==> src/design/cache_pkg.sv <==
package cache_pkg;

	// geometry
	localparam int ADDR_W          = 32; // word address
	localparam int WORD_W          = 32;
	localparam int WORDS_PER_BLOCK = 4;
	localparam int OFFSET_W        = 2;
	localparam int SET_COUNT       = 16;
	localparam int INDEX_W         = 4;
	localparam int TAG_W           = ADDR_W - INDEX_W - OFFSET_W;

	typedef logic [ADDR_W-1:0]                 addr_t;
	typedef logic [WORD_W-1:0]                 word_t;
	typedef logic [TAG_W-1:0]                  tag_t;
	typedef logic [INDEX_W-1:0]                index_t;
	typedef logic [OFFSET_W-1:0]               offset_t;
	typedef logic [WORDS_PER_BLOCK*WORD_W-1:0] block_t; // word 0 in the low bits

	// one tag RAM entry per way and set
	typedef struct packed {
		logic valid;
		logic used;  // most recently used way of the set
		logic dirty;
		tag_t tag;
	} tag_entry_t;

endpackage

==> src/design/way_select.sv <==
`timescale 1ns/1ns

module way_select (
	input  cache_pkg::addr_t      req_addr,
	input  cache_pkg::word_t      write_word,
	input  cache_pkg::tag_entry_t tag_rd_0,
	input  cache_pkg::tag_entry_t tag_rd_1,
	input  cache_pkg::block_t     data_rd_0,
	input  cache_pkg::block_t     data_rd_1,
	output logic                  hit,
	output logic                  hit_way,
	output cache_pkg::word_t      hit_word,
	output logic                  victim_way,
	output logic                  victim_dirty,
	output cache_pkg::tag_t       victim_tag,
	output cache_pkg::block_t     victim_block,
	output cache_pkg::block_t     merged_block
);

	cache_pkg::tag_t       req_tag;
	cache_pkg::offset_t    req_offset;
	logic                  hit_0;
	logic                  hit_1;
	cache_pkg::block_t     hit_block;
	cache_pkg::tag_entry_t victim_entry;

	assign req_tag    = req_addr[cache_pkg::ADDR_W-1 -: cache_pkg::TAG_W];
	assign req_offset = req_addr[cache_pkg::OFFSET_W-1:0];

	// tag compare, only valid entries count
	assign hit_0   = tag_rd_0.valid && (tag_rd_0.tag == req_tag);
	assign hit_1   = tag_rd_1.valid && (tag_rd_1.tag == req_tag);
	assign hit     = hit_0 || hit_1;
	assign hit_way = !hit_0 && hit_1;

	assign hit_block = hit_way ? data_rd_1 : data_rd_0;
	assign hit_word  = hit_block[req_offset*cache_pkg::WORD_W +: cache_pkg::WORD_W];

	// write hit puts the new word in place
	always_comb begin
		merged_block = hit_block;
		merged_block[req_offset*cache_pkg::WORD_W +: cache_pkg::WORD_W] = write_word;
	end

	// replace the way whose used bit is clear, way 0 when both are clear
	assign victim_way   = tag_rd_0.used && !tag_rd_1.used;
	assign victim_entry = victim_way ? tag_rd_1 : tag_rd_0;
	assign victim_dirty = victim_entry.valid && victim_entry.dirty;
	assign victim_tag   = victim_entry.tag;
	assign victim_block = victim_way ? data_rd_1 : data_rd_0;

endmodule

==> config.mk <==
export PLATFORM = sky130hd
export DESIGN_NAME = way_select
export DESIGN_NICKNAME = d
export VERILOG_FILES = /design/src/design/cache_pkg.sv /design/src/design/way_select.sv
export SDC_FILE = /design/constraint.sdc
export NUM_CORES = 1
export LEC_CHECK = 0
export BUFFER_PORTS_ARGS = -buffer_cell sky130_fd_sc_hd__buf_4
export CORE_AREA = 2 2 272 274
export DETAILED_ROUTE_END_ITERATION = 16
export DIE_AREA = 0 0 274 276
export PLACE_DENSITY = 0.37
export RECOVER_POWER = 50
export SLEW_MARGIN = 20
export SYNTH_ARGS = -nofsm -noshare
export SYNTH_HDL_FRONTEND = slang
export SYNTH_SLANG_ARGS = --single-unit
==> constraint.sdc <==
create_clock -name vclk -period 3.15
set_input_delay 0.1575 -clock vclk [all_inputs]
set_output_delay 0.1575 -clock vclk [all_outputs]
set_load 0.1 [all_outputs]
==> metrics.txt <==
# TYPE chip_impl_metric gauge
chip_impl_info{name="critical_path.most_common_cell",value="buf_4"} 1
chip_impl_metric{name="hold_path_depth",unit=""} 4
chip_impl_info{name="top_layer",value="met4"} 1
chip_impl_metric{name="vdd_ir_drop_max",unit="mV"} 0.149
chip_impl_info{name="worst_path_dominant_cell_family",value="buffers and inverters"} 1
chip_impl_metric{name="post_synth_num_cell_types",unit=""} 34
chip_impl_info{name="rsz_0062_raised_after_global_routing",value="no"} 1
chip_impl_info{name="class_of_the_most_critical_hold_timing_path",value="in -> out"} 1
chip_impl_metric{name="grt_antenna_before_repair",unit=""} 1
chip_impl_metric{name="placement.io_buffers",unit=""} 692
chip_impl_metric{name="synthesized_area_divided_by_synthesized_cell_count",unit="um^2"} 6.53
chip_impl_metric{name="cp_data_required_time",unit="ps"} 2990
chip_impl_info{name="path_class",value="in -> out"} 1
chip_impl_metric{name="synth.yosys.seq_area_share",unit="%"} 0
chip_impl_metric{name="netlist_area_before_placement",unit="mm^2"} 0.00877
chip_impl_metric{name="die_x_extent",unit="um"} 274
chip_impl_metric{name="vias_in_the_first_global_route",unit=""} 13926
chip_impl_metric{name="setup_buffers_after_cts",unit=""} 0
chip_impl_metric{name="core_area",unit="mm^2"} 0.0726
chip_impl_metric{name="synth_cells",unit=""} 1343
chip_impl_metric{name="routed-via-count",unit=""} 13404
chip_impl_metric{name="maxCapViolations",unit=""} 0
chip_impl_info{name="status",value="completed"} 1
chip_impl_metric{name="hold_buffers",unit=""} 0
chip_impl_metric{name="timing.critical_path.slowest_cell_delay",unit="ps"} 480
chip_impl_metric{name="routed_wirelength_normalized_by_instance_count",unit="um"} 24.3
chip_impl_metric{name="endpoint_arrival_time_on_the_critical_path",unit="ps"} 2830
chip_impl_metric{name="layout_cells_sized_above_1",unit="%"} 47.5
chip_impl_metric{name="rows",unit=""} 99
chip_impl_metric{name="grt_max_degree",unit=""} 129
chip_impl_metric{name="dr.first_iter.drc_count",unit=""} 660
chip_impl_metric{name="layout.core_utilization",unit="%"} 21.5
chip_impl_metric{name="chipHeight",unit="um"} 276
chip_impl_metric{name="met2_wirelength",unit="um"} 35700
chip_impl_metric{name="leakage",unit="nW"} 6.50
chip_impl_metric{name="routed_wl",unit="um"} 69900
chip_impl_metric{name="n_fill_cell",unit=""} 8281
chip_impl_metric{name="detail_route.drc_violations",unit=""} 0
chip_impl_info{name="critical_path.cell_chain",value="buf_4 -> xnor2_1 -> nand4_1 -> or4_4 -> o211a_4 -> buf_12 -> buf_4 -> o311ai_1 -> buf_4"} 1
chip_impl_metric{name="numSequentialCells",unit=""} 0
chip_impl_metric{name="hpwlAfterDp",unit="um"} 54800
chip_impl_info{name="crit_path_start",value="req_addr[15]"} 1
chip_impl_info{name="hold_path_end",value="victim_block[118]"} 1
chip_impl_metric{name="ios",unit=""} 696
chip_impl_info{name="cp-end-kind",value="output pin"} 1
chip_impl_info{name="worst_setup_path_start_kind",value="primary input"} 1
chip_impl_metric{name="pre_cts_slack",unit="ps"} 235
chip_impl_metric{name="period_minus_slack",unit="ps"} 2990
chip_impl_metric{name="final-max-slew-violation-count",unit=""} 0
chip_impl_metric{name="power_per_cell_area",unit="mW/mm^2"} 290
chip_impl_metric{name="vias_per_cell",unit=""} 4.65
chip_impl_metric{name="detail_route_antenna_nets",unit=""} 0
chip_impl_info{name="worst_path_cell_with_the_longest_stage_delay",value="or4_4"} 1
chip_impl_metric{name="met3_length",unit="um"} 4570
chip_impl_metric{name="routabilityCongestion",unit=""} 0.946
chip_impl_metric{name="layout.area.seq",unit="um^2"} 0
chip_impl_metric{name="worst_slew_pin_slew",unit="ps"} 1240
chip_impl_metric{name="route.layer.met1.wl",unit="um"} 28400
chip_impl_metric{name="finalSetupViolations",unit=""} 0
chip_impl_metric{name="syn_nets",unit=""} 1726
chip_impl_metric{name="initial_utilization",unit="%"} 12.1
chip_impl_metric{name="nClkBuffers",unit=""} 0
chip_impl_metric{name="finish.net_count",unit=""} 2309
chip_impl_metric{name="max_freq",unit="GHz"} 0.334
chip_impl_metric{name="hold_violations",unit=""} 0
chip_impl_metric{name="grt_pass1_wl",unit="um"} 99900
chip_impl_metric{name="critical_path.n_buffers_inverters",unit=""} 4
chip_impl_metric{name="design.die.area",unit="mm^2"} 0.0756
chip_impl_metric{name="synthesis.yosys.warnings",unit=""} 0
chip_impl_metric{name="n_antenna_cell",unit=""} 0
chip_impl_metric{name="layout_worst_path_cycle_share",unit="%"} 95.0
chip_impl_metric{name="syn2layout_area_growth",unit="%"} 78.1
chip_impl_metric{name="overflow",unit=""} 0
chip_impl_metric{name="maximum_fanout_along_the_worst_path",unit=""} 23
chip_impl_metric{name="post-route-worst-setup-slack",unit="ps"} 158
chip_impl_metric{name="max-slew-margin-rel",unit="%"} 17.4
chip_impl_info{name="worstHoldStart",value="data_rd_1[118]"} 1
chip_impl_metric{name="global_route.usage.total",unit="%"} 17.3
chip_impl_metric{name="cts-resized-gates",unit=""} 0
chip_impl_metric{name="dr.pass1.iters",unit=""} 7
==> cell families (layout without fill, tap and decap cells) <==
logic type	count (synthesis)	count (layout)	synth area share (%)
compound gates	386	386	33.2
mux	96	96	20.6
buf+inv	294	875	13.4
simple gates	509	509	26.8
fa+ha+maj	5	5	0.713
xor+xnor	53	53	5.29
==> layout by cell type, fill, tap and decap left out, drive strengths merged <==
master    count
o311ai      128
nor2b       128
clkbuf      122
clkinvlp      1
a21oi         1
or4           2
nor3          2
mux4         64
o211a         1
ha            5
nand3         2
or4b          1
o2111ai     128
mux2         32
xnor2        41
inv         130
nand4        18
and4          1
o21ai       128
nor2          1
xor2         12
buf         622
nor4bb        1
nor4b         1
or4bb         1
nor4          7
nand2b        1
nand4b        2
nand2       341
==> Yosys cell counts (all sizes together) <==
cell / instances / area [um^2]
nand3: 2 / 10.0
o21ai: 128 / 641
or4bb: 1 / 11.3
o2111ai: 128 / 1120
nand2: 341 / 1280
xor2: 12 / 105
nor3: 2 / 10.0
nor2b: 128 / 801
o211a: 1 / 10.0
buf: 25 / 166
mux4: 64 / 1440
nor2: 1 / 3.75
a21oi: 1 / 5.00
nor4b: 1 / 8.76
and4: 1 / 8.76
inv: 131 / 492
nor4bb: 1 / 10.0
nand4: 18 / 113
xnor2: 41 / 359
or4b: 1 / 10.0
or4: 2 / 15.0
o311ai: 128 / 1140
nor4: 7 / 43.8
mux2: 32 / 368
ha: 5 / 62.6
nand2b: 1 / 6.26
clkbuf: 138 / 518
nand4b: 2 / 17.5
==> area by class of cell <==
class	count	area, um^2	share of cell area [%]
multi-input cells	1049	8430	53.9
repair buffers	744	5500	35.2
well taps	959	1200	7.68
inverters	131	495	3.17
==> layer usage <==
metal  global-route usage, %  vias to the layer above
li1                        -                     6159
met1                    21.2                     6593
met2                    32.1                      587
met3                    2.60                       65
met4                    2.68                        0
met5                       0                        -
==> power by group <==
group	leakage (nW)	internal, mW	total (mW)	switching, mW
combinational	6.50	1.12	4.53	3.41
clock	0	0	0	0
sequential	0	0	0	0
==> per-stage QoR <==
step | hold WS (ps) | std cells | setup TNS (ps) | instance area [um^2] | power (mW)
floorplan | 676 | 1343 | -60200 | 9500 | 3.25
global placement | 746 | 2883 | 0 | 16000 | 4.64
detailed placement | 747 | 2883 | 0 | 16000 | 4.64
CTS | 747 | 2883 | 0 | 16000 | 4.65
global route | 768 | 2883 | 0 | 15600 | 4.68
finish | 756 | 2883 | 0 | 15600 | 4.53
==> worst min-delay path, stage by stage <==
cell	delay, ps
buf_4	120
nand2_1	40
o21ai_1	50
buf_4	230
==> worst max path at each step <==
stage,to,slack (ps),cells past startpoint
2_1_floorplan,merged_block[110],-920,8
3_3_place_gp,merged_block[111],210,9
3_5_place_dp,merged_block[111],230,9
4_1_cts,merged_block[111],220,9
5_1_grt,victim_block[99],80,6
6_report,merged_block[111],160,9
No activity file was read; power rests on OpenSTA's default activity.
