--- src/design/cache_pkg.sv ---
package cache_pkg;

	// geometry
	localparam int ADDR_W          = 32; // word address
	localparam int WORD_W          = 32;
	localparam int WORDS_PER_BLOCK = 4;
	localparam int OFFSET_W        = 2;
	localparam int SET_COUNT       = 16;
	localparam int INDEX_W         = 4;
	localparam int TAG_W           = ADDR_W - INDEX_W - OFFSET_W;

	typedef logic [ADDR_W-1:0]                 addr_t;
	typedef logic [WORD_W-1:0]                 word_t;
	typedef logic [TAG_W-1:0]                  tag_t;
	typedef logic [INDEX_W-1:0]                index_t;
	typedef logic [OFFSET_W-1:0]               offset_t;
	typedef logic [WORDS_PER_BLOCK*WORD_W-1:0] block_t; // word 0 in the low bits

	// one tag RAM entry per way and set
	typedef struct packed {
		logic valid;
		logic used;  // most recently used way of the set
		logic dirty;
		tag_t tag;
	} tag_entry_t;

endpackage

--- src/design/set_ram.sv ---
`timescale 1ns/1ns

// one entry per set, async read
module set_ram #(
	parameter type entry_t = logic
) (
	input  logic              clk,
	input  logic              reset,
	input  cache_pkg::index_t index,
	input  logic              we,
	input  entry_t            wr,
	output entry_t            rd
);

	entry_t mem [cache_pkg::SET_COUNT];

	// small array, so reset can clear every entry
	always_ff @(posedge clk or negedge reset) begin
		if (!reset) begin
			for (int i = 0; i < cache_pkg::SET_COUNT; i++) begin
				mem[i] <= '0;
			end
		end else if (we) begin
			mem[index] <= wr;
		end
	end

	assign rd = mem[index];

endmodule

--- config.mk ---
export PLATFORM = sky130hd
export DESIGN_NAME = set_ram
export DESIGN_NICKNAME = d
export VERILOG_FILES = /design/src/design/cache_pkg.sv /design/src/design/set_ram.sv
export SDC_FILE = /design/constraint.sdc
export NUM_CORES = 1
export LEC_CHECK = 0
export BUFFER_PORTS_ARGS = -buffer_cell sky130_fd_sc_hd__buf_4
export CORE_UTILIZATION = 50
export DETAILED_ROUTE_END_ITERATION = 10
export PLACE_DENSITY = 0.69
export SLEW_MARGIN = 20
export SYNTH_ARGS = -nofsm -noshare
export SYNTH_HDL_FRONTEND = slang
export SYNTH_SLANG_ARGS = --single-unit
--- constraint.sdc ---
create_clock -name clk -period 1.3 [get_ports clk]
set_input_delay 0.13 -clock clk [delete_from_list [all_inputs] [get_ports clk]]
set_output_delay 0.13 -clock clk [all_outputs]
set_load 0.005 [all_outputs]
==> metrics.md, run 1 <==
| Metric | Value |
|---|---|
| Pre-Repair DR Iteration Count | 7 |
| Post-CTS setup buffer count | 0 |
| Yosys reg bits | 16 |
| Syn_nets | 79 |
| Setup_tns | -325.5 ps |
| Status | finished, violations left |
| Layout area overhead | 11.39% |
| Worst Max-Slew Pin Slew | 302.6 ps |
| Vias/cell | 5.823 |
| Worst Hold Launch | wr |
| Crit. End Element | output pin |
| Crit-path leading delay family | multiplexers |
| Initial Util | 0.5498 |
| Worst slew margin | 0.7974 |
| Average wire per standard cell | 15.43 um |
| Req. time, crit path | 1170 ps |
| Setup violators final | 1 |
| GP Congestion | around 0.73 |
| Largest regs | mem x16 |
| CP max-delay cell | mux4_2 |
| Largest net degree at the start of global routing | 17 |
| Max clock buf depth | 2 |
| Max-slew violations | 0 |
| YS warnings | 0 |
| Global-route wire length before repair | about 2600 um |
| Largest stage delay on the critical path | 470 ps |
| Ant. Diodes | 0 |
| Layout Nets | 90 |
| Crit-path cells | mux4_2, a22oi_2, nand3_1, buf_4 |
| Core area | 1559 sq um |
| Antenna Violating Nets Remaining | 0 |
| Failing checks | design-rule violations, negative setup slack |
| Worst Setup Slack, final | -325.5 ps |
| Sequential fraction of the synthesis area | 0.4672 |
| Largest reg by FF count | mem |
| Peak VDD IR | 0.0007610 V |
| Clk slew on worst S/H paths | 80 ps |
| # rows | 14 |
| GR Util All Layers | 0.1968 |
| Layout cell share with drive strength beyond 1 | 0.4375 |
| Crit Reg-Reg Startpoint | mem[1]$_DFFE_PN0P_ |
| Worst min path class | in -> reg |
| Worst Path Buf+Inv | 1 |
| Distinct cells, synth | 15 |
| Syn Area/Cell | about 12 sq um |
| Global route total overflow | 0 |
| Initial antenna violation count | 0 |
| Synth Instances | 71 |
| Final wirelength | 1481 um |
| Die height | 43.40 um |
| Worst-path fanout max | 2 |
| CTS tree | built |
| Critical path origin | mem[12]$_DFFE_PN0P_ |
| DRC viols | 2 |
| IO Count | 9 |
| Root Buffer Master | clkbuf_4 |
| Lkg Pwr | 0.4002 nW |
| DPL Wire Length | 1085 um |
| Non-Filler Instances | 96 |
| Die Wd | 43.40 um |
| Vias in the first global route | between 500 and 600 |
| CP arrival | about 1500 ps |
| RSZ-0062 raised after global routing | yes |
| Critical path class | reg -> out |
| Die footprint | 1884 sq um |
| Most frequent cells in the layout | 16 x mux2_2, 16 x dfrtp_1, 10 x nor2_1, 10 x buf_4, 5 x nand2_1 |
| CTS H-Tree Depth | 1 |
| CTS Buf Count | 3 |
| Fmax | 0.6152 GHz |
| Filler Cell Count | 130 |
| Pwr per Cell Area | 1249 nW/um^2 |
| Final Hold Fails | 0 |
| Vias post-DR | 559 |
| Clk Latency, worst-skew pair | 270 ps |
| Core Util, Final | 0.6124 |
| Final clock skew | 0 ps |
| Clock period minus worst slack | 1625 ps |
| Worst hold margin | 219.8 ps |
| Synth Cell Area | 857.1 sq um |
| Post-route cell area | between 900 and 1000 sq um |
| # Max-Cap Violations | 0 |
| Max FFs per register | 16 |
| Iteration-0 DRC Markers | 10 |
| Num Clock Sinks | 16 |
| Buffers on Ports | 8 |
| Final period util | 1.250 |
| Post-DP Area | about 900 sq um |
| Inst Count DP | 92 |
| Critical Path Start Type | register |
==> final timing paths <==
check	endpoint	slack, ps	depth (start not counted)
worst max-delay path	rd	-330	4
worst min-delay path	mem[3]$_DFFE_PN0P_	220	2
worst max register to register	mem[1]$_DFFE_PN0P_	540	1
worst min register to register	mem[9]$_DFFE_PN0P_	510	1
max in group asynchronous	mem[4]$_DFFE_PN0P_	870	2
min in group asynchronous	mem[14]$_DFFE_PN0P_	260	2
==> cells in the mapped netlist, drive strengths merged <==
master | count | area (sq um)
nor3b | 1 | 12.51
nor2b | 2 | 12.51
mux4 | 4 | 90.09
nand2 | 5 | 18.77
a22oi | 1 | 12.51
dfrtp | 16 | 400.4
clkbuf | 1 | 3.750
nand2b | 2 | 12.51
nor2 | 10 | 37.54
mux2 | 16 | 180.2
nand3 | 4 | 20.02
buf | 4 | 26.27
nand3b | 2 | 15.01
nor3 | 3 | 15.01
==> power breakdown <==
group / total [mW] / leakage, nW / internal, mW / switching, mW
sequential: 0.665 / 0.196 / 0.613 / 0.0529
combinational: 0.285 / 0.190 / 0.182 / 0.102
clock: 0.242 / 0.0138 / 0.107 / 0.135
==> what timing repair did <==
action / 4_1_cts / 5_1_grt
gates resized for setup: 0 / 0
hold endpoints to repair: 16 / 0
pin swaps: 0 / 0
endpoints found under the setup margin: 1 / 1
hold buffers: 1 / 0
==> area by class of cell <==
type	instances	area [sq um]	share of cell area
Tap cell	16	20.02	0.02097
Clock buffer	3	22.52	0.02359
Multi-Input combinational cell	50	426.7	0.4469
Timing Repair Buffer	11	85.08	0.08912
Sequential cell	16	400.4	0.4194
==> logic make-up (layout without fill, tap and decap cells) <==
kind of cell | Yosys count | count (layout) | share of synthesized area
flip-flops | 16 | 16 | 0.4671
buffers and inverters | 5 | 14 | 0.03503
multiplexers | 20 | 20 | 0.3153
AND/OR/NAND/NOR | 29 | 29 | 0.1679
AO/OA/AOI/OAI | 1 | 1 | 0.01460
==> metal layers <==
metal | vias up | GRT usage | share of wire
li1 | 270 | - | -
met1 | 281 | 0.2598 | 0.45
met2 | 6 | 0.3152 | 0.51
met3 | 2 | 0.02500 | 0.026
met4 | 0 | 0.1125 | 0.012
met5 | - | 0 | 0
==> metrics by stage <==
step,total power [mW],setup WS [ps]
after global routing,1.261,-401.8
after global placement,0.9511,-23.97
after floorplan,0.8756,104.7
after CTS,1.211,-346.2
after detailed placement,0.9640,-32.60
final,1.192,-325.5
Note: power is estimated with default switching activity, not from simulation.
==> run 2: changes to the inputs <==
--- a/config.mk
+++ b/config.mk
@@ -6,9 +6,11 @@
 export NUM_CORES = 1
 export LEC_CHECK = 0
 export BUFFER_PORTS_ARGS = -buffer_cell sky130_fd_sc_hd__buf_4
-export CORE_UTILIZATION = 50
+export CAP_MARGIN = 15
+export CORE_UTILIZATION = 55
+export CTS_BUF_LIST = sky130_fd_sc_hd__clkbuf_2
 export DETAILED_ROUTE_END_ITERATION = 10
-export PLACE_DENSITY = 0.69
+export PLACE_DENSITY = 0.75
 export SLEW_MARGIN = 20
 export SYNTH_ARGS = -nofsm -noshare
 export SYNTH_HDL_FRONTEND = slang
==> run 2 against run 1 <==
The flow finishes with violations (negative setup slack). Worst setup slack worse by 95 ps. Critical path depth did not move. Worst hold slack got worse by 28 ps. Sequential power barely moved. Combinational power rose by 3%. Die area is 8.7% lower. Routed wire length down 5.1%. Global-route usage shrank 1.0 points. First-iteration DRC count shrank 30%. Final cell count fell by 2.1%. Core utilization up 8.1 points.
==> metrics.md, run 2 (synthesis results as in run 1) <==
| Metric | Value |
|---|---|
| Most frequent cells in the layout | 16 x mux2_2, 16 x dfrtp_1, 10 x nor2_1 |
| Vias post-DR | 537 (-3.9%) |
| Global route total overflow | 0 (unchanged) |
| Clock period minus worst slack | 1721 ps (+95.21 ps) |
| Die footprint | 1720 sq um (-8.7%) |
| Worst slew margin | 0.8001 (+0.002708) |
| CTS Buf Count | 3 (unchanged) |
| Crit Reg-Reg Startpoint | mem[15]$_DFFE_PN0P_ |
| Iteration-0 DRC Markers | 7 (-3) |
| Switching share of power | 0.2609 (+0.01761) |
| Part of the power in registers | 0.570 (+0.012) |
| Critical Path Start Type | register |
| Max-slew violations | 0 (unchanged) |
| Initial antenna violation count | 0 (unchanged) |
| Die Wd | 41.48 um (-4.4%) |
| CP arrival | 1590 ps (+90 ps) |
| Layout cell share with drive strength beyond 1 | 0.4430 (+0.005538) |
| Buffers on Ports | 8 (unchanged) |
| Pre-Repair DR Iteration Count | 4 (-3) |
| DRC viols | 0 (-2) |
| Status | finished, violations left |
| Average wire per standard cell | 14.95 um (-3.1%) |
| Filler Cell Count | 99 (-24%) |
| Global-route wire length before repair | 2449 um (-5.8%) |
| Core area | 1366 sq um (-12%) |
| Worst Max-Slew Pin Slew | 298.5 ps (-4.045 ps) |
| Fmax | 0.5812 GHz (-5.5%) |
| CTS H-Tree Depth | 1 (unchanged) |
| IO Count | 9 (unchanged) |
| Failing checks | negative setup slack |
| Clk Latency, worst-skew pair | 280 ps (about the same) |
| Reg2Reg Depth | 1 (unchanged) |
| Sequential cell area | 400.4 sq um (unchanged) |
| Setup violators final | 1 (unchanged) |
| Flop2flop setup slack | 530 ps (about the same) |
| Root Buffer Master | clkbuf_2 |
| # Max-Cap Violations | 0 (unchanged) |
| Reg2reg end | mem[15]$_DFFE_PN0P_ |
| Req. time, crit path | 1170 ps (about the same) |
| Vias in the first global route | 527 (-9.3%) |
| Worst min path class | in -> reg |
| Pwr per Cell Area | 1230 nW/um^2 (-1.5%) |
| Antenna Violating Nets Remaining | 0 (unchanged) |
| GP Congestion | 0.8419 (+15%) |
| Final Hold Fails | 0 (unchanged) |
| RSZ-0062 raised after global routing | yes |
| Setup_tns | -420.7 ps (-95.21 ps) |
| Crit. End Element | output pin |
| Initial Util | 0.6273 (+0.07753) |
| Lkg Pwr | 0.4000 nW (about the same) |
| Largest reg by FF count | mem |
| Layout area overhead | 10.51% |
| Area of the multi-input gates | 431.7 sq um (+1.2%) |
| Post-CTS setup buffer count | 0 (unchanged) |
| CTS tree | built |
| Critical path class | reg -> out |
| Largest regs | mem x16 |
| Peak VDD IR | 0.0008110 V (+6.6%) |
| Layout Nets | 89 (-1.1%) |
| Max clock buf depth | 2 (unchanged) |
| GR Util All Layers | 0.1868 (-0.009991) |
| Final wirelength | 1405 um (-5.1%) |
| Power share of the combinational group | 0.251 (+0.012) |
| Worst slack, placed | -84.41 ps (-51.81 ps) |
| DPL Wire Length | 1033 um (-4.8%) |
| Total internal power | 0.8612 mW (-4.5%) |
| Ant. Diodes | 0 (unchanged) |
| Worst Setup Slack, final | -420.7 ps (-95.21 ps) |
| Final clock skew | 0 ps (unchanged) |
| Die height | 41.48 um (-4.4%) |
| Switch Pwr | 0.3041 mW (+4.8%) |
| Final period util | 1.324 (+0.07324) |
| Worst Hold Launch | wr |
| Clock power frac | 0.179 (-0.024) |
| Vias/cell | 5.713 (-1.9%) |
| WHS Endpoint | mem[3]$_DFFE_PN0P_ |
| Core Util, Final | 0.6932 (+0.08086) |
| Largest net degree at the start of global routing | 17 (unchanged) |
| Clk slew on worst S/H paths | 140 ps (+60 ps) |
| Num Clock Sinks | 16 (unchanged) |
| Max FFs per register | 16 (unchanged) |
| Hold Path Depth | 2 (unchanged) |
| Overall Power | 1.165 mW (-2.3%) |
| # rows | 13 (-1) |
| Worst hold margin | 191.9 ps (-27.87 ps) |
| Worst-path fanout max | 2 (unchanged) |
[run 2: changes by cell type in the layout (fill, tap and decap cells not counted), sizes merged]
cell / delta
buf: -1
[run 2: worst max-delay path by stage]
stage          slack, ps  depth (start not counted)           startpoint  endpoint
3_3_place_gp         -40                          4  mem[12]$_DFFE_PN0P_        rd
4_1_cts             -430                          4  mem[12]$_DFFE_PN0P_        rd
6_report            -420                          4  mem[15]$_DFFE_PN0P_        rd
3_5_place_dp         -80                          4  mem[12]$_DFFE_PN0P_        rd
2_1_floorplan        100                          3  mem[12]$_DFFE_PN0P_        rd
5_1_grt             -470                          4  mem[15]$_DFFE_PN0P_        rd
[run 2: area by class of cell]
class                   count  share of cell area
clock buffers               3             0.01585
multi-input cells          50              0.4557
flip-flops and latches     16              0.4227
well taps                  15             0.01982
repair buffers             10             0.08587
[run 2: stage by stage]
stage / cells / cell area (sq um)
final: 94 / 947.2
after global routing: 94 / 947.2
after CTS: 94 / 938.4
after detailed placement: 90 / 913.4
after global placement: 90 / 913.4
after floorplan: 71 / 857.1
[run 2: power by group through the flow]
stage	Sequential [mW]	Clock (mW)	Combinational, mW
finish	0.664	0.208	0.293
global route	0.676	0.228	0.317
CTS	0.665	0.214	0.286
detailed placement	0.677	0	0.284
global placement	0.673	0	0.276
floorplan	0.657	0	0.219
[run 2: per-layer routing]
| layer | global-route usage | up-vias | wire [um] |
|---|---|---|---|
| met2 | 0.2781 | 10 | 651 |
| met1 | 0.2845 | 250 | 688 |
| li1 | - | 274 | - |
| met4 | 0.05806 | 0 | 19 |
| met3 | 0.02609 | 3 | 45 |
| met5 | 0 | - | 0 |
[run 2: worst max-delay path, stage by stage (launching register included)]
cell,delay (ps)
dfrtp_1,410
mux4_2,460
a22oi_2,190
nand3_2,110
buf_6,130
[run 2: repair_timing]
action,in CTS,in global routing
endpoints found under the setup margin,1,1
endpoints found under the hold margin,16,0
pin swaps,1,0
hold buffers,1,0
resized for setup,0,2
