[src/design/cache_pkg.sv]
package cache_pkg;

	// geometry
	localparam int ADDR_W          = 32; // word address
	localparam int WORD_W          = 32;
	localparam int WORDS_PER_BLOCK = 4;
	localparam int OFFSET_W        = 2;
	localparam int SET_COUNT       = 16;
	localparam int INDEX_W         = 4;
	localparam int TAG_W           = ADDR_W - INDEX_W - OFFSET_W;

	typedef logic [ADDR_W-1:0]                 addr_t;
	typedef logic [WORD_W-1:0]                 word_t;
	typedef logic [TAG_W-1:0]                  tag_t;
	typedef logic [INDEX_W-1:0]                index_t;
	typedef logic [OFFSET_W-1:0]               offset_t;
	typedef logic [WORDS_PER_BLOCK*WORD_W-1:0] block_t; // word 0 in the low bits

	// one tag RAM entry per way and set
	typedef struct packed {
		logic valid;
		logic used;  // most recently used way of the set
		logic dirty;
		tag_t tag;
	} tag_entry_t;

endpackage

[src/design/cache_ctrl.sv]
`timescale 1ns/1ns

module cache_ctrl (
	input  logic                  clk,
	input  logic                  reset,
	// processor side
	input  logic                  cpu_req,
	input  logic                  cpu_write,
	input  cache_pkg::addr_t      cpu_addr,
	input  cache_pkg::word_t      cpu_wdata,
	output logic                  cpu_ack,
	output cache_pkg::word_t      cpu_rdata,
	// memory side
	output logic                  mem_req,
	output logic                  mem_write,
	output cache_pkg::addr_t      mem_addr,
	output cache_pkg::word_t      mem_wdata,
	input  logic                  mem_ack,
	input  cache_pkg::word_t      mem_rdata,
	// from way_select
	input  logic                  hit,
	input  logic                  hit_way,
	input  cache_pkg::word_t      hit_word,
	input  logic                  victim_way,
	input  logic                  victim_dirty,
	input  cache_pkg::tag_t       victim_tag,
	input  cache_pkg::block_t     victim_block,
	input  cache_pkg::block_t     merged_block,
	output cache_pkg::addr_t      req_addr,
	output cache_pkg::word_t      write_word,
	// RAM ports
	input  cache_pkg::tag_entry_t tag_rd_0,
	input  cache_pkg::tag_entry_t tag_rd_1,
	output cache_pkg::index_t     ram_index,
	output logic                  tag_we_0,
	output logic                  tag_we_1,
	output logic                  data_we_0,
	output logic                  data_we_1,
	output cache_pkg::tag_entry_t tag_wr_0,
	output cache_pkg::tag_entry_t tag_wr_1,
	output cache_pkg::block_t     data_wr
);

	typedef enum logic [2:0] {
		st_idle,
		st_lookup,
		st_writeback,
		st_refill,
		st_fill,
		st_respond
	} state_t;

	state_t                state;
	cache_pkg::offset_t    word_cnt;   // word offset of the current memory transfer
	logic                  req_write;
	cache_pkg::block_t     xfer_block;
	cache_pkg::tag_t       req_tag;
	cache_pkg::tag_entry_t fill_entry;
	logic                  word_done;
	logic                  last_word;

	assign req_tag   = req_addr[cache_pkg::ADDR_W-1 -: cache_pkg::TAG_W];
	assign ram_index = req_addr[cache_pkg::OFFSET_W +: cache_pkg::INDEX_W];

	assign word_done = mem_req && mem_ack; // memory took or returned the word
	assign last_word = (word_cnt == cache_pkg::offset_t'(cache_pkg::WORDS_PER_BLOCK - 1));

	// all memory fields come from registers, so they hold while mem_req is high
	assign mem_write = (state == st_writeback);
	assign mem_addr  = {(state == st_writeback) ? victim_tag : req_tag, ram_index, word_cnt};
	assign mem_wdata = xfer_block[cache_pkg::WORD_W-1:0];

	always_ff @(posedge clk or negedge reset) begin
		if (!reset) begin
			state    <= st_idle;
			cpu_ack  <= 1'b0;
			mem_req  <= 1'b0;
			word_cnt <= '0;
		end else begin
			case (state)
				st_idle: begin
					if (cpu_req)
						state <= st_lookup;
				end
				st_lookup: begin
					word_cnt <= '0;
					if (hit)
						state <= st_respond;
					else if (victim_dirty)
						state <= st_writeback; // old block goes out first
					else
						state <= st_refill;
				end
				st_writeback, st_refill: begin
					if (word_done) begin
						mem_req  <= 1'b0;
						word_cnt <= word_cnt + 1'b1;
						if (last_word)
							state <= (state == st_writeback) ? st_refill : st_fill;
					end else if (!mem_req && !mem_ack) begin
						mem_req <= 1'b1; // previous word fully closed
					end
				end
				st_fill: begin
					state <= st_lookup; // replays the request, now a hit
				end
				st_respond: begin
					if (!cpu_ack) begin
						cpu_ack <= 1'b1;
					end else if (!cpu_req) begin
						cpu_ack <= 1'b0;
						state   <= st_idle;
					end
				end
				default: state <= st_idle;
			endcase
		end
	end

	// request latch and data path
	always_ff @(posedge clk) begin
		if (state == st_idle && cpu_req) begin
			req_addr   <= cpu_addr;
			req_write  <= cpu_write;
			write_word <= cpu_wdata;
		end
		if (state == st_lookup) begin
			if (hit && !req_write)
				cpu_rdata <= hit_word;
			if (!hit)
				xfer_block <= victim_block;
		end
		// low word leaves on write-back, refill words enter at the top
		if (word_done)
			xfer_block <= {mem_rdata, xfer_block[$bits(xfer_block)-1:cache_pkg::WORD_W]};
	end

	always_comb begin
		fill_entry       = '0;
		fill_entry.valid = 1'b1;
		fill_entry.used  = 1'b1;
		fill_entry.tag   = req_tag;
	end

	// RAM writes
	always_comb begin
		tag_wr_0  = tag_rd_0;
		tag_wr_1  = tag_rd_1;
		tag_we_0  = 1'b0;
		tag_we_1  = 1'b0;
		data_we_0 = 1'b0;
		data_we_1 = 1'b0;
		data_wr   = merged_block;
		case (state)
			st_lookup: begin
				if (hit) begin
					tag_we_0      = 1'b1;
					tag_we_1      = 1'b1;
					tag_wr_0.used = !hit_way;
					tag_wr_1.used = hit_way;
					if (req_write) begin
						data_we_0 = !hit_way;
						data_we_1 = hit_way;
						if (hit_way)
							tag_wr_1.dirty = 1'b1;
						else
							tag_wr_0.dirty = 1'b1;
					end
				end
			end
			st_fill: begin
				data_wr   = xfer_block;
				tag_we_0  = 1'b1;
				tag_we_1  = 1'b1;
				data_we_0 = !victim_way;
				data_we_1 = victim_way;
				if (victim_way) begin
					tag_wr_1      = fill_entry;
					tag_wr_0.used = 1'b0;
				end else begin
					tag_wr_0      = fill_entry;
					tag_wr_1.used = 1'b0;
				end
			end
			default: begin
			end
		endcase
	end

endmodule

[config.mk]
export PLATFORM = sky130hd
export DESIGN_NAME = cache_ctrl
export DESIGN_NICKNAME = d
export VERILOG_FILES = /design/src/design/cache_pkg.sv /design/src/design/cache_ctrl.sv
export SDC_FILE = /design/constraint.sdc
export NUM_CORES = 1
export LEC_CHECK = 0
export BUFFER_PORTS_ARGS = -buffer_cell sky130_fd_sc_hd__buf_2
export CORE_AREA = 5 5 317 319
export DETAILED_ROUTE_END_ITERATION = 8
export DIE_AREA = 0 0 322 324
export HOLD_SLACK_MARGIN = 0.06
export RECOVER_POWER = 100
export SLEW_MARGIN = 20
export SYNTH_ARGS = -nofsm -noshare
export SYNTH_HDL_FRONTEND = slang
export SYNTH_SLANG_ARGS = --single-unit
[constraint.sdc]
create_clock -name clk -period 16.7 [get_ports clk]
set_clock_uncertainty 0.2 [all_clocks]
set_input_delay 1.67 -clock clk [delete_from_list [all_inputs] [get_ports clk]]
set_output_delay 1.67 -clock clk [all_outputs]
set_load 0.02 [all_outputs]
==> results of run 1 <==
-- per-stage QoR --
step | worst slack [ns] | power, mW | util | cells | area, um^2
6_report | 6.91 | 2.69 | 0.180 | 3083 | 17600
5_1_grt | 6.16 | 2.83 | 0.180 | 3074 | 17600
4_1_cts | 10.60 | 2.74 | 0.185 | 3072 | 18100
3_5_place_dp | 11.29 | 2.02 | 0.175 | 3016 | 17000
3_3_place_gp | 11.39 | 2.02 | 0.175 | 3016 | 17000
2_1_floorplan | 1.03 | 1.65 | - | 982 | 11700
-- layout by cell type (no fill, tap or decap), types with 3 or more instances in the layout --
cell | synthesis | final
mux2_1 | 14 | 36
edfxtp_1 | 225 | 225
clkbuf_16 | 0 | 31
nand2b_1 | 4 | 4
mux2_2 | 194 | 172
a22o_1 | 3 | 3
inv_1 | 7 | 7
or2_2 | 3 | 3
a21oi_1 | 4 | 4
nand2_1 | 384 | 384
nor2_1 | 5 | 7
clkbuf_1 | 28 | 372
dfrtp_1 | 7 | 7
bufinv_16 | 0 | 6
diode_2 | 0 | 10
clkinv_2 | 0 | 6
buf_2 | 21 | 473
clkinv_1 | 0 | 8
-- worst max-delay path, cell delays in order, from the launching register on --
cell and delay, ns:
dfrtp_1 0.67, or3b_1 1.80, clkbuf_1 2.27, nor2_1 0.90, clkbuf_1 0.85, mux2_1 0.57, clkbuf_1 0.18
-- power breakdown --
part	internal, mW	total (mW)	switching (mW)	leakage (nW)
Sequential	0.900	1.04	0.137	2.19
Clock	0.427	0.698	0.270	0.514
Combinational	0.303	0.954	0.651	4.34
Total	1.63	2.69	1.06	7.05
-- metal layers --
layer | global-route usage | routed length [um]
met1 | 0.134 | 24900
met2 | 0.184 | 29500
met3 | 0.0494 | 7550
met4 | 0.0258 | 1770
met5 | 0 | 204
-- cell families (layout without fill, tap and decap cells) --
| group | count (synthesis) | count (layout) | synth area share |
|---|---|---|---|
| other | 0 | 10 | 0 |
| flip-flops | 232 | 232 | 0.592 |
| AO/OA/AOI/OAI | 24 | 24 | 0.0156 |
| adder cells (fa/ha/maj) | 2 | 2 | 0.00214 |
| AND/OR/NAND/NOR | 412 | 412 | 0.139 |
| multiplexers | 208 | 208 | 0.200 |
| buffers and inverters | 104 | 908 | 0.0519 |
-- layout make-up --
cell class / instances / area [um^2] / share of cell area
sequential: 232 / 6930 / 0.394
multi-input combinational: 646 / 4160 / 0.237
timing repair buffer: 845 / 3770 / 0.215
tap: 1287 / 1610 / 0.0916
clock buffer: 33 / 783 / 0.0446
clock inverter: 23 / 265 / 0.0151
inverter: 7 / 26.3 / 0.00150
antenna: 10 / 25.0 / 0.00142
-- sequential cells by signal, summed over array words and instances, names as in the netlist --
register	count
cpu_ack	1
cpu_rdata	32
mem_req	1
req_addr	32
req_write	1
state	3
word_cnt	2
write_word	32
xfer_block	128
-- path summary, 6_finish.rpt --
kind                       cells past startpoint              end  slack [ns]            start
setup reg to reg                               4  xfer_block[121]        7.91          mem_req
min in group asynchronous                      1         state[2]        0.80            reset
setup / recovery                               6     tag_wr_0[20]        6.91         state[1]
max in group asynchronous                      1          cpu_ack       15.18            reset
hold / removal                                 1   xfer_block[79]        0.38  xfer_block[111]
hold reg to reg                                1   xfer_block[79]        0.38  xfer_block[111]
==> qor.yml, run 1 <==
synth:
  synth_edf_count: 225
  synthTopCellsByArea: "edfxtp_1, mux2_2, nand2_1"
  netlist_instances: 982
  yosys-top-cells-count: "nand2_1, edfxtp_1, mux2_2"
  syn_nets: 1461
  yosys.area.top_type: "edfxtp_1"
  synth-seq-cells: 232
  synth.most_common_cell: "nand2_1"
  synth.distinct_cells: 42
  yosys_warnings: 0
  yosysTopAreaCellShare: 0.577
  synth_ff_type: "edfxtp_1"
  netlist_area_um2: 11700
  async_flop_share: 0.0302
  avgSynthCellArea_um2: 11.9
  seq_area_frac_synth: 0.592
sta:
  hold_slack_ns: 0.377
  hold_viol_final: 0
  setup-tns-final_ns: 0
  max_clock_freq_mhz: 102
  worstMarginPinSlew_ns: 8.24
  finalMaxSlewViolations: 631
  rsz0062_at_grt: "no"
  finalSetupViolCount: 0
  relSlewSlack: -4.49
  fin_crit_sh: 0.586
  fin_crit_ns: 9.79
routing:
  post_drt_via_cell_ratio: 3.50
  drt_wl_total_um: 63900
  drc: 0
  vias: 10800
  routedWlPerCell_um: 20.7
  drt_iter0_markers: 725
  ant_nets: 0
  first_pass_iters: 5
worst_setup_path:
  arrival_ns: 7.92
  endpoint_kind: "primary output"
  crit_type: "flip-flop to primary output"
  worst_setup_path_start_kind: "flip-flop"
  cp_max_fo: 71
  critical_path_required_ns: 14.83
cts:
  worst_skew_pair.late_latency_ns: 0.59
  cts_num_sinks: 232
  path_clk_slew_ns: 0.06
  cts_tree: "built"
  cts_buffers: 30
  cts_setup_buffers: 0
  htreeDepth: 1
  ctsHoldBuffers: 0
  clockRootBuffer: "clkbuf_16"
  clockBufferDepth: 3
  cts_resized: 0
placed_design:
  gp_congestion: 0.927
  portBuffers: 833
  post-dp-hpwl_um: 52700
grt:
  grt_usage: 0.112
  gr-total-overflow: 0
  grt_max_degree: 129
  grt_pass1_vias: 10600
  grt_antenna_before_repair: 44
  grt_pass1_wl_um: 82000
outcome:
  violations: "max-capacitance violations, max-slew violations"
  status: "finished with violations"
power_and_ir_drop:
  leakage_nw: 7.05
  peakVddDrop_mv: 0.0929
  p_per_area_nw_per_um2: 153
finish:
  n_fill_cell: 11100
  nNetsFinal: 2241
  drive_gt1_frac: 0.391
  areaGrowthSynthToFinish_pct: 50.0
floorplan:
  initial_core_util: 0.120
  die_x_um: 322
  design.die.area_um2: 104000
  rows: 115
  fp.dieH_um: 324
  core_um2: 97600
  ios: 834
flow_run:
  cap_violations: 12
worst_hold_path:
  hold_path_class: "flip-flop to flip-flop"
Note: power is estimated with default switching activity, not from simulation.
==> inputs of run 2 (changes only) <==
- ABC_AREA: not set -> 1
- CORE_AREA: 5 5 317 319 -> 5 5 324 326
- DIE_AREA: 0 0 322 324 -> 0 0 329 331
- clock period: 16.7 -> 7.8 ns (I/O delays scaled with it)
==> run 2 against run 1 <==
  * The run still ends with max-capacitance violations, max-slew violations left
  * Via count grew 15%
  * Count of clock-buffer cells in the layout grew 1
  * Critical path depth grew 2
  * Critical path type unchanged
  * Largest power group is now combinational cells
==> qor.yml, run 2 <==
grt:
  grt_antenna_before_repair: 28  # -36%
  gr-total-overflow: 0  # unchanged
  grt_max_degree: 177  # +37%
  grt_pass1_wl_um: 85900  # +4.7%
  grt_usage: 0.111  # -0.000500
  grt_pass1_vias: 11900  # +12%
synth:
  syn_nets: 1823  # +25%
  avgSynthCellArea_um2: 8.71  # -27%
  seq_area_frac_synth: 0.592  # about the same
  netlist_area_um2: 11700  # about the same
  async_flop_share: 0.0302  # unchanged
  yosysTopAreaCellShare: 0.577  # about the same
  synth.distinct_cells: 22  # -48%
  synth-seq-cells: 232  # unchanged
  yosys_warnings: 0  # unchanged
  synth_edf_count: 225  # unchanged
  synthTopCellsByArea: "edfxtp_1, nand2_1, o21ai_0"
  synth.most_common_cell: "nand2_1"
  yosys.area.top_type: "edfxtp_1"
  yosys-top-cells-count: "nand2_1, edfxtp_1, inv_1"
  netlist_instances: 1344  # +37%
  synth_ff_type: "edfxtp_1"
placed_design:
  post-dp-hpwl_um: 55500  # +5.4%
  gp_congestion: 1.01  # +9.0%
  portBuffers: 833  # unchanged
floorplan:
  core_um2: 101000  # +4.0%
  design.die.area_um2: 109000  # +4.4%
  fp.dieH_um: 331  # +2.2%
  initial_core_util: 0.115  # -0.00464
  ios: 834  # unchanged
  rows: 117  # +1.7%
  die_x_um: 329  # +2.2%
cts:
  worst_skew_pair.late_latency_ns: 0.60  # about the same
  htreeDepth: 1  # unchanged
  path_clk_slew_ns: 0.06  # about the same
  clockRootBuffer: "clkbuf_16"
  cts_num_sinks: 232  # unchanged
  cts_setup_buffers: 0  # unchanged
  cts_buffers: 30  # unchanged
  cts_tree: "built"
  clockBufferDepth: 3  # unchanged
  cts_resized: 0  # unchanged
  ctsHoldBuffers: 14  # +14
routing:
  drc: 0  # unchanged
  first_pass_iters: 5  # unchanged
  vias: 12400  # +15%
  ant_nets: 0  # unchanged
  drt_wl_total_um: 66800  # +4.5%
  drt_iter0_markers: 873  # +20%
  routedWlPerCell_um: 19.0  # -8.4%
  post_drt_via_cell_ratio: 3.51  # +0.46%
worst_setup_path:
  cp_slowest_cell: "clkbuf_1"
  worst_setup_path_start_kind: "flip-flop"
  crit_family: "buffers and inverters"
  critical_path_required_ns: 6.82  # -8.01 ns
  arrival_ns: 4.66  # -3.26 ns
  cp_max_fo: 35  # -51%
  endpoint_kind: "primary output"
  crit_type: "flip-flop to primary output"
  slowest_delay_ns: 1.48  # -0.79 ns
  path_buf_inv: 4  # +1
  cp_cell_sequence: "nor2_4, clkbuf_1, nand3_1, buf_4, inv_1, nand2_1, nand2_1, clkbuf_1"
sta:
  relSlewSlack: -1.13  # +3.36
  worstMarginPinSlew_ns: 3.19  # -5.04 ns
  finalMaxSlewViolations: 282  # -55%
  hold_viol_final: 0  # unchanged
  finalSetupViolCount: 0  # unchanged
  fin_crit_ns: 5.64
  setup-tns-final_ns: 0  # unchanged
  rsz0062_at_grt: "no"
  fin_crit_sh: 0.723
  max_clock_freq_mhz: 177
finish:
  areaGrowthSynthToFinish_pct: 51.7
  final_util: 0.175  # -0.00499
  largest_reg_flops: 128  # unchanged
  largest_register: "xfer_block"
  n_fill_cell: 11700  # +5.1%
  final_cell_mix: "nand2_1, buf_2, clkbuf_1"
  nNetsFinal: 2596  # +16%
  drive_gt1_frac: 0.286  # -0.106
  final_common_cell: "nand2_1"
power_and_ir_drop:
  total_power_mw: 5.66  # +110%
  p_per_area_nw_per_um2: 319  # +110%
  peakVddDrop_mv: 0.400  # +330%
  leakage_nw: 8.17  # +16%
outcome:
  status: "finished with violations"
  violations: "max-capacitance violations, max-slew violations"
worst_hold_path:
  hold_path_class: "primary input to flip-flop"
flow_run:
  cap_violations: 6  # -6
-- run 2: area by class of cell --
type / instances / area (um^2) / share of cell area
tap: 1368 / 1710 / 0.0963
clock buffer: 34 / 766 / 0.0431
inverter: 113 / 430 / 0.0242
clock inverter: 21 / 203 / 0.0114
sequential: 232 / 6930 / 0.390
antenna: 9 / 22.5 / 0.00127
timing repair buffer: 856 / 4030 / 0.227
multi-input combinational: 884 / 3670 / 0.207
-- run 2: power by group --
part	internal [mW]	switching [mW]	total, mW
Sequential	1.86	0.224	2.09
Combinational	0.503	1.69	2.20
Clock	0.801	0.579	1.38
-- run 2: path summary, 6_finish.rpt --
path | from | end | slack (ns) | cells past startpoint
min in group asynchronous | reset | word_cnt[0] | 0.53 | 2
max in group asynchronous | reset | state[2] | 6.41 | 2
hold / removal | cpu_addr[28] | req_addr[28] | 0.14 | 1
setup / recovery | state[1] | tag_wr_0[10] | 2.16 | 8
hold reg to reg | word_cnt[1] | word_cnt[1] | 0.33 | 2
setup reg to reg | mem_req | xfer_block[36] | 2.69 | 4
-- run 2: logic make-up after synthesis --
group / after synthesis / share of synthesized area
adders and majority gates: 2 / 0.00214
and+or+nand+nor: 681 / 0.226
DFF: 232 / 0.592
AOI/OAI and AO/OA: 201 / 0.0862
buffers and inverters: 228 / 0.0934
-- run 2: stage by stage --
stage          hold slack [ns]  setup WS (ns)  cell area, um^2  instances
2_1_floorplan            0.284           2.72            11700       1344
4_1_cts                 0.0610           3.45            18200       3508
3_3_place_gp             0.295           4.17            17100       3439
3_5_place_dp             0.313           4.16            17100       3439
5_1_grt                 0.0816           1.67            17800       3514
6_report                 0.143           2.16            17800       3517
-- run 2: worst register-to-register path, cell delays in order (launching register included) --
cell and delay, ns:
dfrtp_1 0.42, ha_1 0.28, inv_6 0.56, nand2_1 0.81
clkbuf_2 1.58
-- run 2: per-layer routing --
| metal | part of all wire | up-vias | global-route usage |
|---|---|---|---|
| met3 | 0.10 | 110 | 0.0384 |
| li1 | - | 5882 | - |
| met1 | 0.43 | 5634 | 0.148 |
| met2 | 0.43 | 723 | 0.168 |
| met5 | 0.0012 | - | 0 |
| met4 | 0.034 | 12 | 0.0392 |
==> inputs of run 3 (changes only) <==
- CORE_AREA: 5 5 324 326 -> 5 5 317 319
- DIE_AREA: 0 0 329 331 -> 0 0 322 324
- clock period: 7.8 -> 5.6 ns (I/O delays scaled with it)
==> run 3 against run 2 <==
  * Cell count is 4.1% higher
  * Register-to-register slack got worse by 1.6 ns
  * Flip-flop and latch count unchanged
  * Largest power group unchanged
  * Non-clock buffer count increased by 233
  * Power rose by 45%
  * Die area fell by 4.2%
  * Clock power rose by 45%
  * Worst hold slack lost 0.039 ns
  * Highest routed layer unchanged
  * Cell area rose by 12%
  * The flow still finishes with violations (max-capacitance violations, max-slew violations)
  * Critical path type unchanged
  * Sequential share of layout area shrank 4.2 points
==> qor.yml, run 3 (synthesis gave the netlist of run 2 again) <==
routing:
  vias: 13400  # +8.6%
  post_drt_via_cell_ratio: 3.67  # +4.3%
  first_pass_iters: 6  # +1
  drt_wl_total_um: 67300  # +0.74%
  drt_iter0_markers: 975  # +12%
  routedWlPerCell_um: 18.4  # -3.2%
  drc: 0  # unchanged
  ant_nets: 0  # unchanged
cts:
  htreeDepth: 1  # unchanged
  clockBufferDepth: 3  # unchanged
  cts_buffers: 29  # -3.3%
  cts_num_sinks: 232  # unchanged
  cts_tree: "built"
  cts_setup_buffers: 0  # unchanged
  path_clk_slew_ns: 0.06  # about the same
  clockRootBuffer: "clkbuf_16"
  worst_skew_pair.late_latency_ns: 0.60  # about the same
floorplan:
  design.die.area_um2: 104000  # -4.2%
  rows: 115  # -1.7%
  core_um2: 97600  # -3.8%
  ios: 834  # unchanged
  die_x_um: 322  # -2.1%
  fp.dieH_um: 324  # -2.1%
  initial_core_util: 0.120  # +0.00461
finish:
  final_common_cell: "nand2_1"
  drive_gt1_frac: 0.243  # -0.0421
  nNetsFinal: 2828  # +8.9%
  largest_register: "xfer_block"
  final_util: 0.204  # +0.0292
  areaGrowthSynthToFinish_pct: 70.2
  largest_reg_flops: 128  # unchanged
  final_cell_mix: "nand2_1, buf_2, clkbuf_1"
worst_setup_path:
  worst_setup_path_start_kind: "flip-flop"
  critical_path_required_ns: 4.84  # -1.98 ns
  crit_type: "flip-flop to primary output"
  r2r_setup_slack_ns: 1.10  # -1.59 ns
  slowest_delay_ns: 1.19  # -0.29 ns
  r2r-start: "state[2]"
  cp_slowest_cell: "clkbuf_1"
  cp_cell_sequence: "buf_4, nand3_1, clkbuf_1, nand2_1, nand2_1, clkbuf_1"
  cp_max_fo: 29  # -17%
  endpoint_kind: "primary output"
  arrival_ns: 3.88  # -0.78 ns
  reg2reg_depth: 3  # -1
  worstReg2RegEnd: "cpu_rdata[5]"
sta:
  finalMaxSlewViolations: 272  # -3.5%
  setup-tns-final_ns: 0  # unchanged
  finalSetupViolCount: 0  # unchanged
  hold_viol_final: 0  # unchanged
  worstMarginPinSlew_ns: 3.12  # -0.0739 ns
  rsz0062_at_grt: "no"
  fin_crit_ns: 4.64
  max_clock_freq_mhz: 216
  fin_crit_sh: 0.828
  relSlewSlack: -1.09  # +0.0416
power_and_ir_drop:
  swShare: 0.435  # -0.00584
  peakVddDrop_mv: 0.285  # -29%
  clockPowerShare: 0.244  # about the same
  seqPwrFrac: 0.356  # -0.013
  p_switching_mw: 3.56  # +43%
  p_int_mw: 4.63  # +46%
  pwr-share-comb: 0.400  # +0.012
  leakage_nw: 9.06  # +11%
  p_per_area_nw_per_um2: 411  # +29%
worst_hold_path:
  hold_path_class: "primary input to flip-flop"
  hold_path_depth: 3  # +2
  hold_path_end: "xfer_block[31]"
  hold_start: "victim_block[31]"
flow_run:
  cap_violations: 6  # unchanged
grt:
  grt_pass1_wl_um: 87500  # +1.8%
  grt_usage: 0.116  # +0.00437
  gr-total-overflow: 0  # unchanged
  grt_pass1_vias: 12500  # +5.1%
  grt_max_degree: 167  # -5.6%
  grt_antenna_before_repair: 15  # -46%
placed_design:
  portBuffers: 833  # unchanged
  post-dp-hpwl_um: 53100  # -4.4%
  gp_congestion: 0.973  # -3.8%
outcome:
  violations: "max-capacitance violations, max-slew violations"
  status: "finished with violations"
-- run 3: cell types whose count changed in the layout (fill, tap and decap cells not counted), moves of 8 or more --
cell           before  now
o21ai_1            15   56
clkbuf_1          287  333
dlygate4sd3_1      14  240
o21ai_0           183  142
clkinv_1            9    1
buf_2             552  515
-- run 3: metal layers --
layer	up-vias	GRT usage	wire length (um)
met3	92	0.0412	7460
met1	6205	0.158	29000
met5	-	0	38
met4	6	0.0307	1700
met2	776	0.173	29100
li1	6343	-	-
-- run 3: critical path, delay by kind of cell, from the launching register on --
kind	cells	cell delay (ns)
buffers and inverters	3	1.83
and+or+nand+nor	3	0.75
DFF	1	0.65
-- run 3: worst max-delay path by stage --
stage | start | endpoint | cells after the start
global placement | state[2] | data_wr[81] | 6
CTS | state[2] | data_wr[81] | 6
floorplan | state[2] | req_addr[0] | 2
finish | state[2] | tag_wr_1[21] | 6
detailed placement | state[2] | data_wr[81] | 6
global route | state[2] | data_wr[35] | 5
-- run 3: power by group through the flow --
| stage | Clock [mW] | Combinational [mW] | Sequential [mW] |
|---|---|---|---|
| global placement | 0 | 3.24 | 2.92 |
| floorplan | 0 | 1.86 | 2.91 |
| CTS | 2.09 | 3.46 | 2.90 |
| finish | 2.00 | 3.28 | 2.91 |
| global route | 2.14 | 3.56 | 2.97 |
| detailed placement | 0 | 3.25 | 2.93 |
-- run 3: repair_timing --
item	in CTS	in global routing
hold buffers	240	0
hold endpoints to repair	215	0
gates resized for setup	0	0
endpoints found under the setup margin	0	0
-- run 3: per-stage QoR --
step / total power [mW] / area, um^2 / instances / setup WS [ns] / hold WS [ns]
2_1_floorplan: 4.77 / 11700 / 1344 / 0.733 / 0.0644
3_3_place_gp: 6.16 / 17000 / 3365 / 2.20 / 0.250
3_5_place_dp: 6.18 / 17000 / 3365 / 2.16 / 0.248
4_1_cts: 8.44 / 20400 / 3657 / 1.44 / 0.0633
5_1_grt: 8.68 / 19900 / 3659 / 0.715 / 0.0872
6_report: 8.19 / 19900 / 3662 / 0.961 / 0.104
-- run 3: area by class of cell --
class	count	area (um^2)
Fill cell	11000	77600
Sequential cell	232	6930
Timing Repair Buffer	1089	6260
Multi-Input combinational cell	884	3700
Tap cell	1287	1610
Clock buffer	40	817
Inverter	113	430
Clock inverter	12	168
Antenna cell	5	12.5
